$ cat src/include/lms_cfg.svh
/*
 * LMS6002D front end configuration
 * Word widths, channel count and SPI device count
 */

`ifndef LMS_CFG_SVH
`define LMS_CFG_SVH

// Receive word as it comes off the transceiver ADC bus
`define LMS_ADC_W     12

// Receive sample after padding to the DSP width
`define LMS_SAMPLE_W  14

// Transmit word toward the transceiver DAC bus
`define LMS_DAC_W     12

// Two transceivers on the board
`define LMS_NUM_CH    2

// DAC, LMS 1 and LMS 2 on the shared SPI bus
`define LMS_SPI_DEVS  3

`endif

$ cat src/logic/lms_pkg.sv
/*
 * LMS front end types
 * Sample and DAC words, I/Q pairs, TX phase and SPI device index
 */

`include "lms_cfg.svh"

package lms_pkg;

   typedef logic [`LMS_SAMPLE_W-1:0] sample_t;   // Padded receive sample
   typedef logic [`LMS_DAC_W-1:0]    dac_word_t; // Transmit word

   // One receive I/Q pair, I in the upper half
   typedef struct packed {
      sample_t i;
      sample_t q;
   } rx_pair_t;

   typedef struct packed {
      dac_word_t i;
      dac_word_t q;
   } tx_pair_t;

   typedef enum logic {PH_I = 1'b0, PH_Q = 1'b1} iq_phase_e;

   // Bit position of each device in the enable vector
   typedef enum logic [1:0] {DEV_DAC = 2'd0, DEV_LMS1 = 2'd1, DEV_LMS2 = 2'd2} spi_dev_e;

endpackage

$ cat src/logic/lms_rx_capture.sv
/*
 * LMS receive capture
 * Splits one interleaved ADC port into an I/Q pair and strobes each full pair
 */

`timescale 1ns/1ps

`include "lms_cfg.svh"

module lms_rx_capture
(
   input  logic                   lms_clk,
   input  logic                   rst_n_i,
   input  logic [`LMS_ADC_W-1:0]  rx_d_i,
   input  logic                   rx_iqsel_i,
   output lms_pkg::rx_pair_t      pair_o,
   output logic                   pair_valid_o
);

   lms_pkg::sample_t i_q;       // Last I sample
   lms_pkg::sample_t q_q;       // Last Q sample
   lms_pkg::sample_t padded;
   logic             i_seen_q;  // I arrived since the last Q

   // ADC word goes to the top of the sample
   assign padded = {rx_d_i, {(`LMS_SAMPLE_W-`LMS_ADC_W){1'b0}}};

   always_ff @(posedge lms_clk)
   begin
      if (rx_iqsel_i)
         i_q <= padded;
      else
         q_q <= padded;
   end

   always_ff @(posedge lms_clk or negedge rst_n_i)
   begin
      if (!rst_n_i)
      begin
         i_seen_q     <= 1'b0;
         pair_valid_o <= 1'b0;
      end
      else if (rx_iqsel_i)
      begin
         i_seen_q     <= 1'b1;
         pair_valid_o <= 1'b0;
      end
      else
      begin
         // A lone Q word does not make a pair
         pair_valid_o <= i_seen_q;
         i_seen_q     <= 1'b0;
      end
   end

   assign pair_o.i = i_q;
   assign pair_o.q = q_q;

endmodule

$ cat src/logic/rx_channel_align.sv
/*
 * Receive channel alignment
 * Holds one pair per channel and releases both together once each has one,
 * with a sticky flag for a pair that got overwritten
 */

`timescale 1ns/1ps

module rx_channel_align
(
   input  logic              lms_clk,
   input  logic              rst_n_i,
   input  lms_pkg::rx_pair_t pair0_i,
   input  lms_pkg::rx_pair_t pair1_i,
   input  logic              pair0_valid_i,
   input  logic              pair1_valid_i,
   output lms_pkg::rx_pair_t aligned0_o,
   output lms_pkg::rx_pair_t aligned1_o,
   output logic              rx_valid_o,
   output logic              rx_overrun_o
);

   lms_pkg::rx_pair_t slot0_q, slot1_q;
   lms_pkg::rx_pair_t next0, next1;   // Newest pair per channel
   logic              full0_q, full1_q;
   logic              ready0, ready1;
   logic              release_w;

   // A strobe in this cycle counts as a full slot
   assign ready0    = full0_q | pair0_valid_i;
   assign ready1    = full1_q | pair1_valid_i;
   assign release_w = ready0 & ready1;

   assign next0 = pair0_valid_i ? pair0_i : slot0_q;
   assign next1 = pair1_valid_i ? pair1_i : slot1_q;

   always_ff @(posedge lms_clk)
   begin
      if (pair0_valid_i)
         slot0_q <= pair0_i;   // Newer pair always wins
      if (pair1_valid_i)
         slot1_q <= pair1_i;
   end

   always_ff @(posedge lms_clk or negedge rst_n_i)
   begin
      if (!rst_n_i)
      begin
         full0_q      <= 1'b0;
         full1_q      <= 1'b0;
         rx_valid_o   <= 1'b0;
         rx_overrun_o <= 1'b0;
         aligned0_o   <= '0;
         aligned1_o   <= '0;
      end
      else
      begin
         rx_valid_o <= release_w;
         if (release_w)
         begin
            aligned0_o <= next0;
            aligned1_o <= next1;
            full0_q    <= 1'b0;
            full1_q    <= 1'b0;
         end
         else
         begin
            if (pair0_valid_i)
               full0_q <= 1'b1;
            if (pair1_valid_i)
               full1_q <= 1'b1;
         end
         // Sticky until reset
         if ((pair0_valid_i && full0_q) || (pair1_valid_i && full1_q))
            rx_overrun_o <= 1'b1;
      end
   end

endmodule

$ cat src/logic/lms_tx_interleave.sv
/*
 * LMS transmit interleave
 * Takes both TX pairs on one edge and sends I then Q with the matching IQSEL
 */

`timescale 1ns/1ps

`include "lms_cfg.svh"

module lms_tx_interleave
(
   input  logic               lms_clk,
   input  logic               rst_n_i,
   input  lms_pkg::tx_pair_t  tx0_pair_i,
   input  lms_pkg::tx_pair_t  tx1_pair_i,
   output lms_pkg::dac_word_t tx0_d_o,
   output lms_pkg::dac_word_t tx1_d_o,
   output logic               tx0_iqsel_o,
   output logic               tx1_iqsel_o,
   output logic               tx_load_o
);

   lms_pkg::iq_phase_e phase_q;
   lms_pkg::tx_pair_t  pair_in [`LMS_NUM_CH];
   lms_pkg::dac_word_t q_hold  [`LMS_NUM_CH];  // Q half of the taken pair
   lms_pkg::dac_word_t d_q     [`LMS_NUM_CH];
   logic               iqsel_q;

   assign pair_in[0] = tx0_pair_i;
   assign pair_in[1] = tx1_pair_i;

   // I is sent straight away, only Q has to wait a cycle
   always_ff @(posedge lms_clk)
   begin
      if (phase_q == lms_pkg::PH_I)
      begin
         for (int ch = 0; ch < `LMS_NUM_CH; ch++)
            q_hold[ch] <= pair_in[ch].q;
      end
   end

   always_ff @(posedge lms_clk or negedge rst_n_i)
   begin
      if (!rst_n_i)
      begin
         phase_q   <= lms_pkg::PH_I;
         iqsel_q   <= 1'b0;
         tx_load_o <= 1'b0;
         for (int ch = 0; ch < `LMS_NUM_CH; ch++)
            d_q[ch] <= '0;
      end
      else if (phase_q == lms_pkg::PH_I)
      begin
         phase_q   <= lms_pkg::PH_Q;
         iqsel_q   <= 1'b0;           // IQSEL low marks I
         tx_load_o <= 1'b1;           // Source may move to its next pair
         for (int ch = 0; ch < `LMS_NUM_CH; ch++)
            d_q[ch] <= pair_in[ch].i;
      end
      else
      begin
         phase_q   <= lms_pkg::PH_I;
         iqsel_q   <= 1'b1;
         tx_load_o <= 1'b0;
         for (int ch = 0; ch < `LMS_NUM_CH; ch++)
            d_q[ch] <= q_hold[ch];
      end
   end

   assign tx0_d_o     = d_q[0];
   assign tx1_d_o     = d_q[1];
   assign tx0_iqsel_o = iqsel_q;   // Both DACs run in lock step
   assign tx1_iqsel_o = iqsel_q;

endmodule

$ cat src/logic/lms_spi_router.sv
/*
 * SPI router
 * Passes host clock and data only to the enabled device, merges LMS readback
 */

`timescale 1ns/1ps

`include "lms_cfg.svh"

module lms_spi_router
(
   input  logic                     sclk_i,
   input  logic                     mosi_i,
   input  logic [`LMS_SPI_DEVS-1:0] sen_n_i,      // Active low, one per device
   input  logic                     lms1_miso_i,
   input  logic                     lms2_miso_i,
   output logic [`LMS_SPI_DEVS-1:0] dev_sclk_o,
   output logic [`LMS_SPI_DEVS-1:0] dev_mosi_o,
   output logic                     miso_o
);

   logic lms1_sel, lms2_sel;

   // Idle devices see clock and data held low
   always_comb
   begin
      for (int dev = 0; dev < `LMS_SPI_DEVS; dev++)
      begin
         dev_sclk_o[dev] = sclk_i & ~sen_n_i[dev];
         dev_mosi_o[dev] = mosi_i & ~sen_n_i[dev];
      end
   end

   assign lms1_sel = ~sen_n_i[lms_pkg::DEV_LMS1];
   assign lms2_sel = ~sen_n_i[lms_pkg::DEV_LMS2];

   // DAC is write only
   assign miso_o = (lms1_sel & lms1_miso_i) | (lms2_sel & lms2_miso_i);

endmodule

$ cat src/logic/lms_frontend.sv
/*
 * LMS6002D front end top level
 * Receive capture and alignment for two transceivers, TX interleave, SPI routing
 */

`timescale 1ns/1ps

`include "lms_cfg.svh"

module lms_frontend
(
   input  logic                     lms_clk,
   input  logic                     rst_n_i,
   // Receive ports
   input  logic [`LMS_ADC_W-1:0]    lms0_rx_d_i,
   input  logic                     lms0_rx_iqsel_i,
   input  logic [`LMS_ADC_W-1:0]    lms1_rx_d_i,
   input  logic                     lms1_rx_iqsel_i,
   // Transmit pairs from the DSP side
   input  logic [`LMS_DAC_W-1:0]    tx0_i_i,
   input  logic [`LMS_DAC_W-1:0]    tx0_q_i,
   input  logic [`LMS_DAC_W-1:0]    tx1_i_i,
   input  logic [`LMS_DAC_W-1:0]    tx1_q_i,
   // Host SPI
   input  logic                     spi_sclk_i,
   input  logic                     spi_mosi_i,
   input  logic [`LMS_SPI_DEVS-1:0] spi_sen_n_i,
   input  logic                     lms1_miso_i,
   input  logic                     lms2_miso_i,
   // Aligned receive samples
   output logic [`LMS_SAMPLE_W-1:0] rx0_i_o,
   output logic [`LMS_SAMPLE_W-1:0] rx0_q_o,
   output logic [`LMS_SAMPLE_W-1:0] rx1_i_o,
   output logic [`LMS_SAMPLE_W-1:0] rx1_q_o,
   output logic                     rx_valid_o,
   output logic                     rx_overrun_o,
   // Transceiver DAC buses
   output logic [`LMS_DAC_W-1:0]    lms0_tx_d_o,
   output logic                     lms0_tx_iqsel_o,
   output logic [`LMS_DAC_W-1:0]    lms1_tx_d_o,
   output logic                     lms1_tx_iqsel_o,
   output logic                     tx_load_o,
   // Device SPI pins
   output logic [`LMS_SPI_DEVS-1:0] spi_sclk_o,
   output logic [`LMS_SPI_DEVS-1:0] spi_mosi_o,
   output logic [`LMS_SPI_DEVS-1:0] spi_sen_n_o,
   output logic                     spi_miso_o
);

   lms_pkg::rx_pair_t cap0_pair, cap1_pair;
   logic              cap0_valid, cap1_valid;
   lms_pkg::rx_pair_t aligned0, aligned1;
   lms_pkg::tx_pair_t tx0_pair, tx1_pair;

   lms_rx_capture u_rx_cap0 (
      .lms_clk      (lms_clk),
      .rst_n_i      (rst_n_i),
      .rx_d_i       (lms0_rx_d_i),
      .rx_iqsel_i   (lms0_rx_iqsel_i),
      .pair_o       (cap0_pair),
      .pair_valid_o (cap0_valid)
   );

   lms_rx_capture u_rx_cap1 (
      .lms_clk      (lms_clk),
      .rst_n_i      (rst_n_i),
      .rx_d_i       (lms1_rx_d_i),
      .rx_iqsel_i   (lms1_rx_iqsel_i),
      .pair_o       (cap1_pair),
      .pair_valid_o (cap1_valid)
   );

   rx_channel_align u_rx_align (
      .lms_clk       (lms_clk),
      .rst_n_i       (rst_n_i),
      .pair0_i       (cap0_pair),
      .pair1_i       (cap1_pair),
      .pair0_valid_i (cap0_valid),
      .pair1_valid_i (cap1_valid),
      .aligned0_o    (aligned0),
      .aligned1_o    (aligned1),
      .rx_valid_o    (rx_valid_o),
      .rx_overrun_o  (rx_overrun_o)
   );

   assign rx0_i_o = aligned0.i;
   assign rx0_q_o = aligned0.q;
   assign rx1_i_o = aligned1.i;
   assign rx1_q_o = aligned1.q;

   assign tx0_pair = {tx0_i_i, tx0_q_i};   // I in the upper half
   assign tx1_pair = {tx1_i_i, tx1_q_i};

   lms_tx_interleave u_tx (
      .lms_clk     (lms_clk),
      .rst_n_i     (rst_n_i),
      .tx0_pair_i  (tx0_pair),
      .tx1_pair_i  (tx1_pair),
      .tx0_d_o     (lms0_tx_d_o),
      .tx1_d_o     (lms1_tx_d_o),
      .tx0_iqsel_o (lms0_tx_iqsel_o),
      .tx1_iqsel_o (lms1_tx_iqsel_o),
      .tx_load_o   (tx_load_o)
   );

   lms_spi_router u_spi (
      .sclk_i      (spi_sclk_i),
      .mosi_i      (spi_mosi_i),
      .sen_n_i     (spi_sen_n_i),
      .lms1_miso_i (lms1_miso_i),
      .lms2_miso_i (lms2_miso_i),
      .dev_sclk_o  (spi_sclk_o),
      .dev_mosi_o  (spi_mosi_o),
      .miso_o      (spi_miso_o)
   );

   assign spi_sen_n_o = spi_sen_n_i;   // Enables go to the pins untouched

endmodule

$ cat config.mk
export PLATFORM = sky130hd
export DESIGN_NAME = lms_frontend
export DESIGN_NICKNAME = d
export VERILOG_FILES = /design/src/logic/lms_pkg.sv /design/src/logic/lms_rx_capture.sv /design/src/logic/rx_channel_align.sv /design/src/logic/lms_tx_interleave.sv /design/src/logic/lms_spi_router.sv /design/src/logic/lms_frontend.sv
export VERILOG_INCLUDE_DIRS = /design/src /design/src/include
export SDC_FILE = /design/constraint.sdc
export NUM_CORES = 1
export LEC_CHECK = 0
export BUFFER_PORTS_ARGS = -buffer_cell sky130_fd_sc_hd__buf_2
export CAP_MARGIN = 20
export CORE_AREA = 2 2 150 152
export DETAILED_ROUTE_END_ITERATION = 16
export DIE_AREA = 0 0 152 154
export GPL_ROUTABILITY_DRIVEN = 1
export MAX_ROUTING_LAYER = met4
export PLACE_DENSITY = 0.63
export RECOVER_POWER = 25
export SYNTH_ARGS = -nofsm -noshare
export SYNTH_HDL_FRONTEND = slang
export SYNTH_SLANG_ARGS = --single-unit
$ cat constraint.sdc
create_clock -name lms_clk -period 2.1 [get_ports lms_clk]
set_input_delay 0.21 -clock lms_clk [delete_from_list [all_inputs] [get_ports lms_clk]]
set_output_delay 0.21 -clock lms_clk [all_outputs]
set_load 0.05 [all_outputs]
==> flow_summary.json, run 1 <==
{
  "muxShareOfSynthArea": 0.198,
  "clock_latency_ns": 0.50,
  "yosysSeqAreaShare": 0.762,
  "critPathArrivalTime_ns": 1.53,
  "grt_antenna_before_repair": 0,
  "synth_adder_area_share": 0,
  "synth_area_leaders": "dfrtp_1 31%, edfxtp_1 30%, dfxtp_1 15%",
  "max_stage_delay_ns": 0.67,
  "multiInputGateArea_mm2": 0.00158,
  "tns_ns": 0,
  "start_util": 0.335,
  "cts.clk_slew.worst_paths_ns": 0.06,
  "critPathSlowestCell": "dfrtp_1",
  "ant_nets": 0,
  "port_buffers": 177,
  "syn_nets": 475,
  "synth-simple-area-share": 0.0150,
  "ioPinCount": 178,
  "grt_max_degree": 49,
  "drive_above_1_share": 0.433,
  "synth.avg_cell_area_um2": 18.5,
  "worst_setup_path_start_kind": "register",
  "synthXorXnorAreaFrac": 0,
  "period_minus_slack_ns": 1.74,
  "final_nets": 741,
  "power.density_mw_per_mm2": 1290,
  "synth_compound_gate_area_share": 0.00448,
  "crit_start": "u_tx.tx_load_o",
  "final_cell_mix": "150 x buf_2, 99 x mux2_2, 90 x dfrtp_1, 73 x dlygate4sd3_1, 72 x edfxtp_1",
  "drc": 0,
  "ys_types": 17,
  "synth.top_cell.area_share": 0.310,
  "gr-total-overflow": 0,
  "critPathMaxFanout": 14,
  "dr.pass1.iters": 5,
  "dp_hpwl_um": 9550,
  "synth_area_mm2": 0.00726,
  "rows": 54,
  "die_y_um": 154,
  "relSlewSlack": 0.196,
  "vdd_ir_drop_max_mv": 0.533,
  "htreeDepth": 1,
  "leakage_nw": 4.23,
  "synth_top_cell_by_area": "dfrtp_1",
  "drv_cap": 0,
  "avgRoutedWirePerCell_um": 16.1,
  "ys_ff_latch": 218,
  "grt_pass1_vias": 4776,
  "setup_viol_count_final": 0,
  "grt_pass1_wl_um": 24800,
  "holdCritStartpoint": "lms0_rx_iqsel_i",
  "regArea_mm2": 0.00554,
  "critical_path.top_delay_family": "flip-flops",
  "final.period_utilization": 0.830,
  "cp.buffers_inverters": 1,
  "rsz0062_at_grt": "no",
  "gp_congestion": 0.718,
  "hold_violations": 0,
  "critPathKind": "register to output pin",
  "status": "completed",
  "wl_um": 15400,
  "nFillCells": 1860,
  "final_common_cell": "buf_2",
  "die_w_um": 152,
  "clock_sinks": 218,
  "grt_use_total": 0.136,
  "cp_cell_sequence": "buf_2",
  "fmax_ghz": 0.574,
  "clk_path_buf_depth": 3,
  "post-cts-setup-buffer-count": 0,
  "worstReg2RegStart": "u_rx_cap0.pair_valid_o",
  "cts_buffers": 24,
  "endpoint_kind": "output pin",
  "core_area_mm2": 0.0217,
  "synth_top_family_by_area": "multiplexers",
  "diodes": 0,
  "cts_root_buf": "clkbuf_16",
  "tightestPinTransition_ns": 1.21,
  "synthToLayoutAreaGrowth_pct": 36.9,
  "cts_tree": "yes",
  "dieArea_mm2": 0.0234,
  "slew_violations": 0,
  "yosys_warnings": 0,
  "drt-initial-drc-count": 157,
  "clock_skew_ns": 0.0107,
  "final_core_util": 0.458,
  "postSynthCellCount": 392,
  "critPathRequiredTime_ns": 1.89,
  "vias": 4146,
  "via_per_inst": 4.34,
  "holdCritPathClass": "primary input to register"
}
[metrics by stage]
stage	setup WS (ns)	instances	hold slack (ns)	area (um2)	power (mW)
floorplan	0.218	392	-0.0856	7260	7.91
global placement	0.594	839	0.272	8470	8.74
detailed placement	0.553	839	0.276	8470	8.83
CTS	0.302	956	0.0212	9980	13.1
global route	0.226	956	0.310	9940	13.4
finish	0.357	956	0.289	9940	12.9
[cell usage after synthesis]
library cell and instances:
dfxtp_1 56, clkbuf_1 1, o21a_1 1, mux2_2 99, inv_1 5, o22a_1 1
mux2_1 29, buf_2 10, o22ai_1 1, edfxtp_1 72, a221o_1 1, buf_6 3
buf_4 5, nor2b_1 16, dfrtp_1 90, nor2_1 1, nor3_1 1
[state kept, by name (all words and copies together) (netlist names), 12 cells and up]
register and flops:
u_rx_align.aligned0_o 28, u_rx_align.aligned1_o 28, u_rx_align.slot0_q 28, u_rx_align.slot1_q 28
u_rx_cap0.i_q 12, u_rx_cap0.q_q 12, u_rx_cap1.i_q 12, u_rx_cap1.q_q 12
u_tx.q_hold 24, u_tx.tx0_d_o 12, u_tx.tx1_d_o 12
[cell type report]
| cell class | count | area share |
|---|---|---|
| clock buffers | 38 | 0.0730 |
| clock inverters | 6 | 0.00529 |
| inverters | 5 | 0.00189 |
| multi-input cells | 150 | 0.159 |
| flip-flops and latches | 218 | 0.557 |
| well taps | 280 | 0.0352 |
| repair buffers | 259 | 0.169 |
[what timing repair did]
item / 4_1_cts / 5_1_grt
gates resized for setup: 0 / 0
endpoints found under the setup margin: 0 / 0
hold buffers: 73 / 0
hold endpoints to repair: 138 / 0
[power by group]
| part | switching, mW | total, mW | leakage [nW] | internal (mW) |
|---|---|---|---|---|
| sequential | 0.323 | 5.47 | 2.24 | 5.15 |
| combinational | 2.38 | 3.34 | 1.62 | 0.956 |
| clock | 1.58 | 4.07 | 0.382 | 2.48 |
[path summary, 6_finish.rpt]
| kind | depth (start not counted) | slack [ns] | endpoint |
|---|---|---|---|
| setup reg to reg | 3 | 0.57 | u_rx_align.aligned0_o[20] |
| min in group asynchronous | 2 | 0.50 | u_rx_align.aligned0_o[5] |
| hold / removal | 1 | 0.29 | u_rx_cap0.i_seen_q |
| setup / recovery | 1 | 0.36 | tx_load_o |
| max in group asynchronous | 3 | 0.72 | u_tx.tx0_d_o[1] |
| hold reg to reg | 1 | 0.46 | u_rx_align.slot0_q[14] |
[layer usage]
| metal | global-route usage | part of all wire | vias to the layer above |
|---|---|---|---|
| met3 | 0.0344 | 0.062 | 22 |
| met2 | 0.240 | 0.52 | 142 |
| met5 | - | 0 | - |
| met4 | 0.0454 | 0.019 | 0 |
| met1 | 0.151 | 0.40 | 2041 |
| li1 | - | - | 1941 |
[logic make-up after synthesis]
kind of cell,count (synthesis)
flip-flops,218
multiplexers,128
buffers and inverters,24
AND/OR/NAND/NOR,18
AO/OA/AOI/OAI,4
(Power assumes the default switching activity.)
==> inputs of run 2 (changes only) <==
- clock period: 2.1 -> 1.65 ns (I/O delays scaled with it)
==> run 2 against run 1 <==
Compared with the run above: clock skew rose by 0.0054 ns; via count is 0.60% higher; worst setup slack worse by 0.27 ns; critical path depth up 1; sequential share of layout area fell by 0.43 points; non-clock buffer count up 3; die area stayed put; sequential power increased by 27%; clock-buffer cell count is 6 lower; cell area is 0.79% higher; clock power is 25% higher.
==> flow_summary.json, run 2 (synthesized netlist as in run 1, its figures left out) <==
{
  "drc": 0,
  "drive_above_1_share": 0.473,
  "start_util": 0.335,
  "setup_viol_count_final": 0,
  "drt-initial-drc-count": 164,
  "grt_antenna_before_repair": 0,
  "final_core_util": 0.462,
  "rows": 54,
  "status": "completed",
  "gp_congestion": 0.728,
  "clk_path_buf_depth": 3,
  "slew_violations": 0,
  "place_area_mm2": 0.00856,
  "dp_worst_setup_slack_ns": 0.169,
  "cts_buffers": 23,
  "wl_met1_um": 6180,
  "via_per_inst": 4.36,
  "clock_sinks": 218,
  "drv_cap": 0,
  "vias": 4171,
  "reg2regPathDepth": 3,
  "port_buffers": 177,
  "wl_met2_um": 7910,
  "power.density_mw_per_mm2": 1630,
  "critPathArrivalTime_ns": 1.40,
  "final_nets": 743,
  "leakage_nw": 4.30,
  "die_y_um": 154,
  "fin_ws_ns": 0.0844,
  "critPathKind": "register to output pin",
  "dieArea_mm2": 0.0234,
  "clock_latency_ns": 0.50,
  "final_cell_mix": "171 x buf_2, 99 x mux2_2, 89 x dfrtp_1, 74 x dlygate4sd3_1, 72 x edfxtp_1",
  "dr.pass1.iters": 4,
  "cts_tree": "yes",
  "grt_max_degree": 53,
  "tightestPinTransition_ns": 1.01,
  "rrSetupSlack_ns": 0.17,
  "tns_ns": 0,
  "critPathRequiredTime_ns": 1.48,
  "wl_um": 15300,
  "rsz0062_at_grt": "no",
  "endpoint_kind": "output pin",
  "final_area_mm2": 0.0100,
  "top_layer": "met4",
  "gr-total-overflow": 0,
  "avgRoutedWirePerCell_um": 16.0,
  "grt_pass1_vias": 4729,
  "critPathMaxFanout": 24,
  "cts.clk_slew.worst_paths_ns": 0.06,
  "holdCritPathClass": "primary input to register",
  "worst_setup_path_start_kind": "register",
  "post-cts-setup-buffer-count": 0,
  "dp_hpwl_um": 9530,
  "relSlewSlack": 0.325,
  "crit_start": "u_tx.tx_load_o",
  "core_area_mm2": 0.0217,
  "met3WireLength_um": 874,
  "htreeDepth": 1,
  "r2r_end": "u_rx_align.aligned0_o[1]",
  "hold_end": "u_rx_cap1.q_q[10]",
  "hold_violations": 0,
  "die_w_um": 152,
  "cts_root_buf": "clkbuf_16",
  "period_minus_slack_ns": 1.57,
  "diodes": 0,
  "holdCritStartpoint": "lms1_rx_iqsel_i",
  "synthToLayoutAreaGrowth_pct": 38.0,
  "worstReg2RegStart": "u_rx_cap0.pair_valid_o",
  "grt_use_total": 0.133,
  "ioPinCount": 178,
  "vdd_ir_drop_max_mv": 0.780,
  "hold_depth": 2,
  "final.period_utilization": 0.949,
  "clock_skew_ns": 0.0161,
  "fmax_ghz": 0.639,
  "grt_pass1_wl_um": 24400,
  "final_common_cell": "buf_2",
  "ant_nets": 0
}
[run 2: cell count changes in the layout (fill, tap and decap cells not counted), moves of 2 or more]
cell        change
buf_4           -5
buf_2          +21
buf_12          +4
clkbuf_4        +2
clkinvlp_4      +2
clkbuf_1       -25
clkbuf_16       -3
[run 2: final cells by class]
| cell class | instances | area [um2] |
|---|---|---|
| repair buffers | 262 | 1780 |
| fillers | 1832 | 11700 |
| clock inverters | 10 | 104 |
| clock buffers | 32 | 649 |
| well taps | 280 | 350 |
| multi-input cells | 150 | 1580 |
| inverters | 5 | 22.5 |
| flip-flops and latches | 218 | 5540 |
[run 2: worst max path at each step]
stage          slack [ns]  cells after the start                        end
2_1_floorplan        0.01                      3          u_tx.q_hold[0][0]
3_3_place_gp         0.20                      3  u_rx_align.aligned0_o[26]
3_5_place_dp         0.17                      3   u_rx_align.aligned0_o[1]
4_1_cts              0.02                      2                  tx_load_o
5_1_grt              0.02                      2                  tx_load_o
6_report             0.08                      2                  tx_load_o
[run 2: worst max-delay path, cell delays in order (launching register included)]
cell      delay, ns
dfrtp_2        0.43
buf_12         0.19
clkbuf_4       0.26
[run 2: power breakdown]
group          switching [mW]  total, mW  internal (mW)
Sequential              0.407       6.95           6.55
Clock                    2.01       5.07           3.06
Combinational            3.04       4.27           1.23
Total                    5.45       16.3           10.8
[run 2: routing by layer]
layer  up-vias  GRT usage
li1       1937          -
met1      2061      0.147
met2       146      0.237
met3        27     0.0316
met4         0     0.0441
met5         -          -
[run 2: timing repair]
action | CTS | global route
hold buffers | 74 | 0
endpoints found under the setup margin | 0 | 1
hold endpoints to repair | 187 | 0
gates resized for setup | 0 | 1
[run 2: metrics by stage]
stage	hold WS, ns	std cells	power [mW]
finish	0.269	957	16.3
CTS	0.0326	957	16.5
global placement	0.171	841	11.1
global route	0.290	957	17.0
floorplan	-0.131	392	10.1
detailed placement	0.174	841	11.3
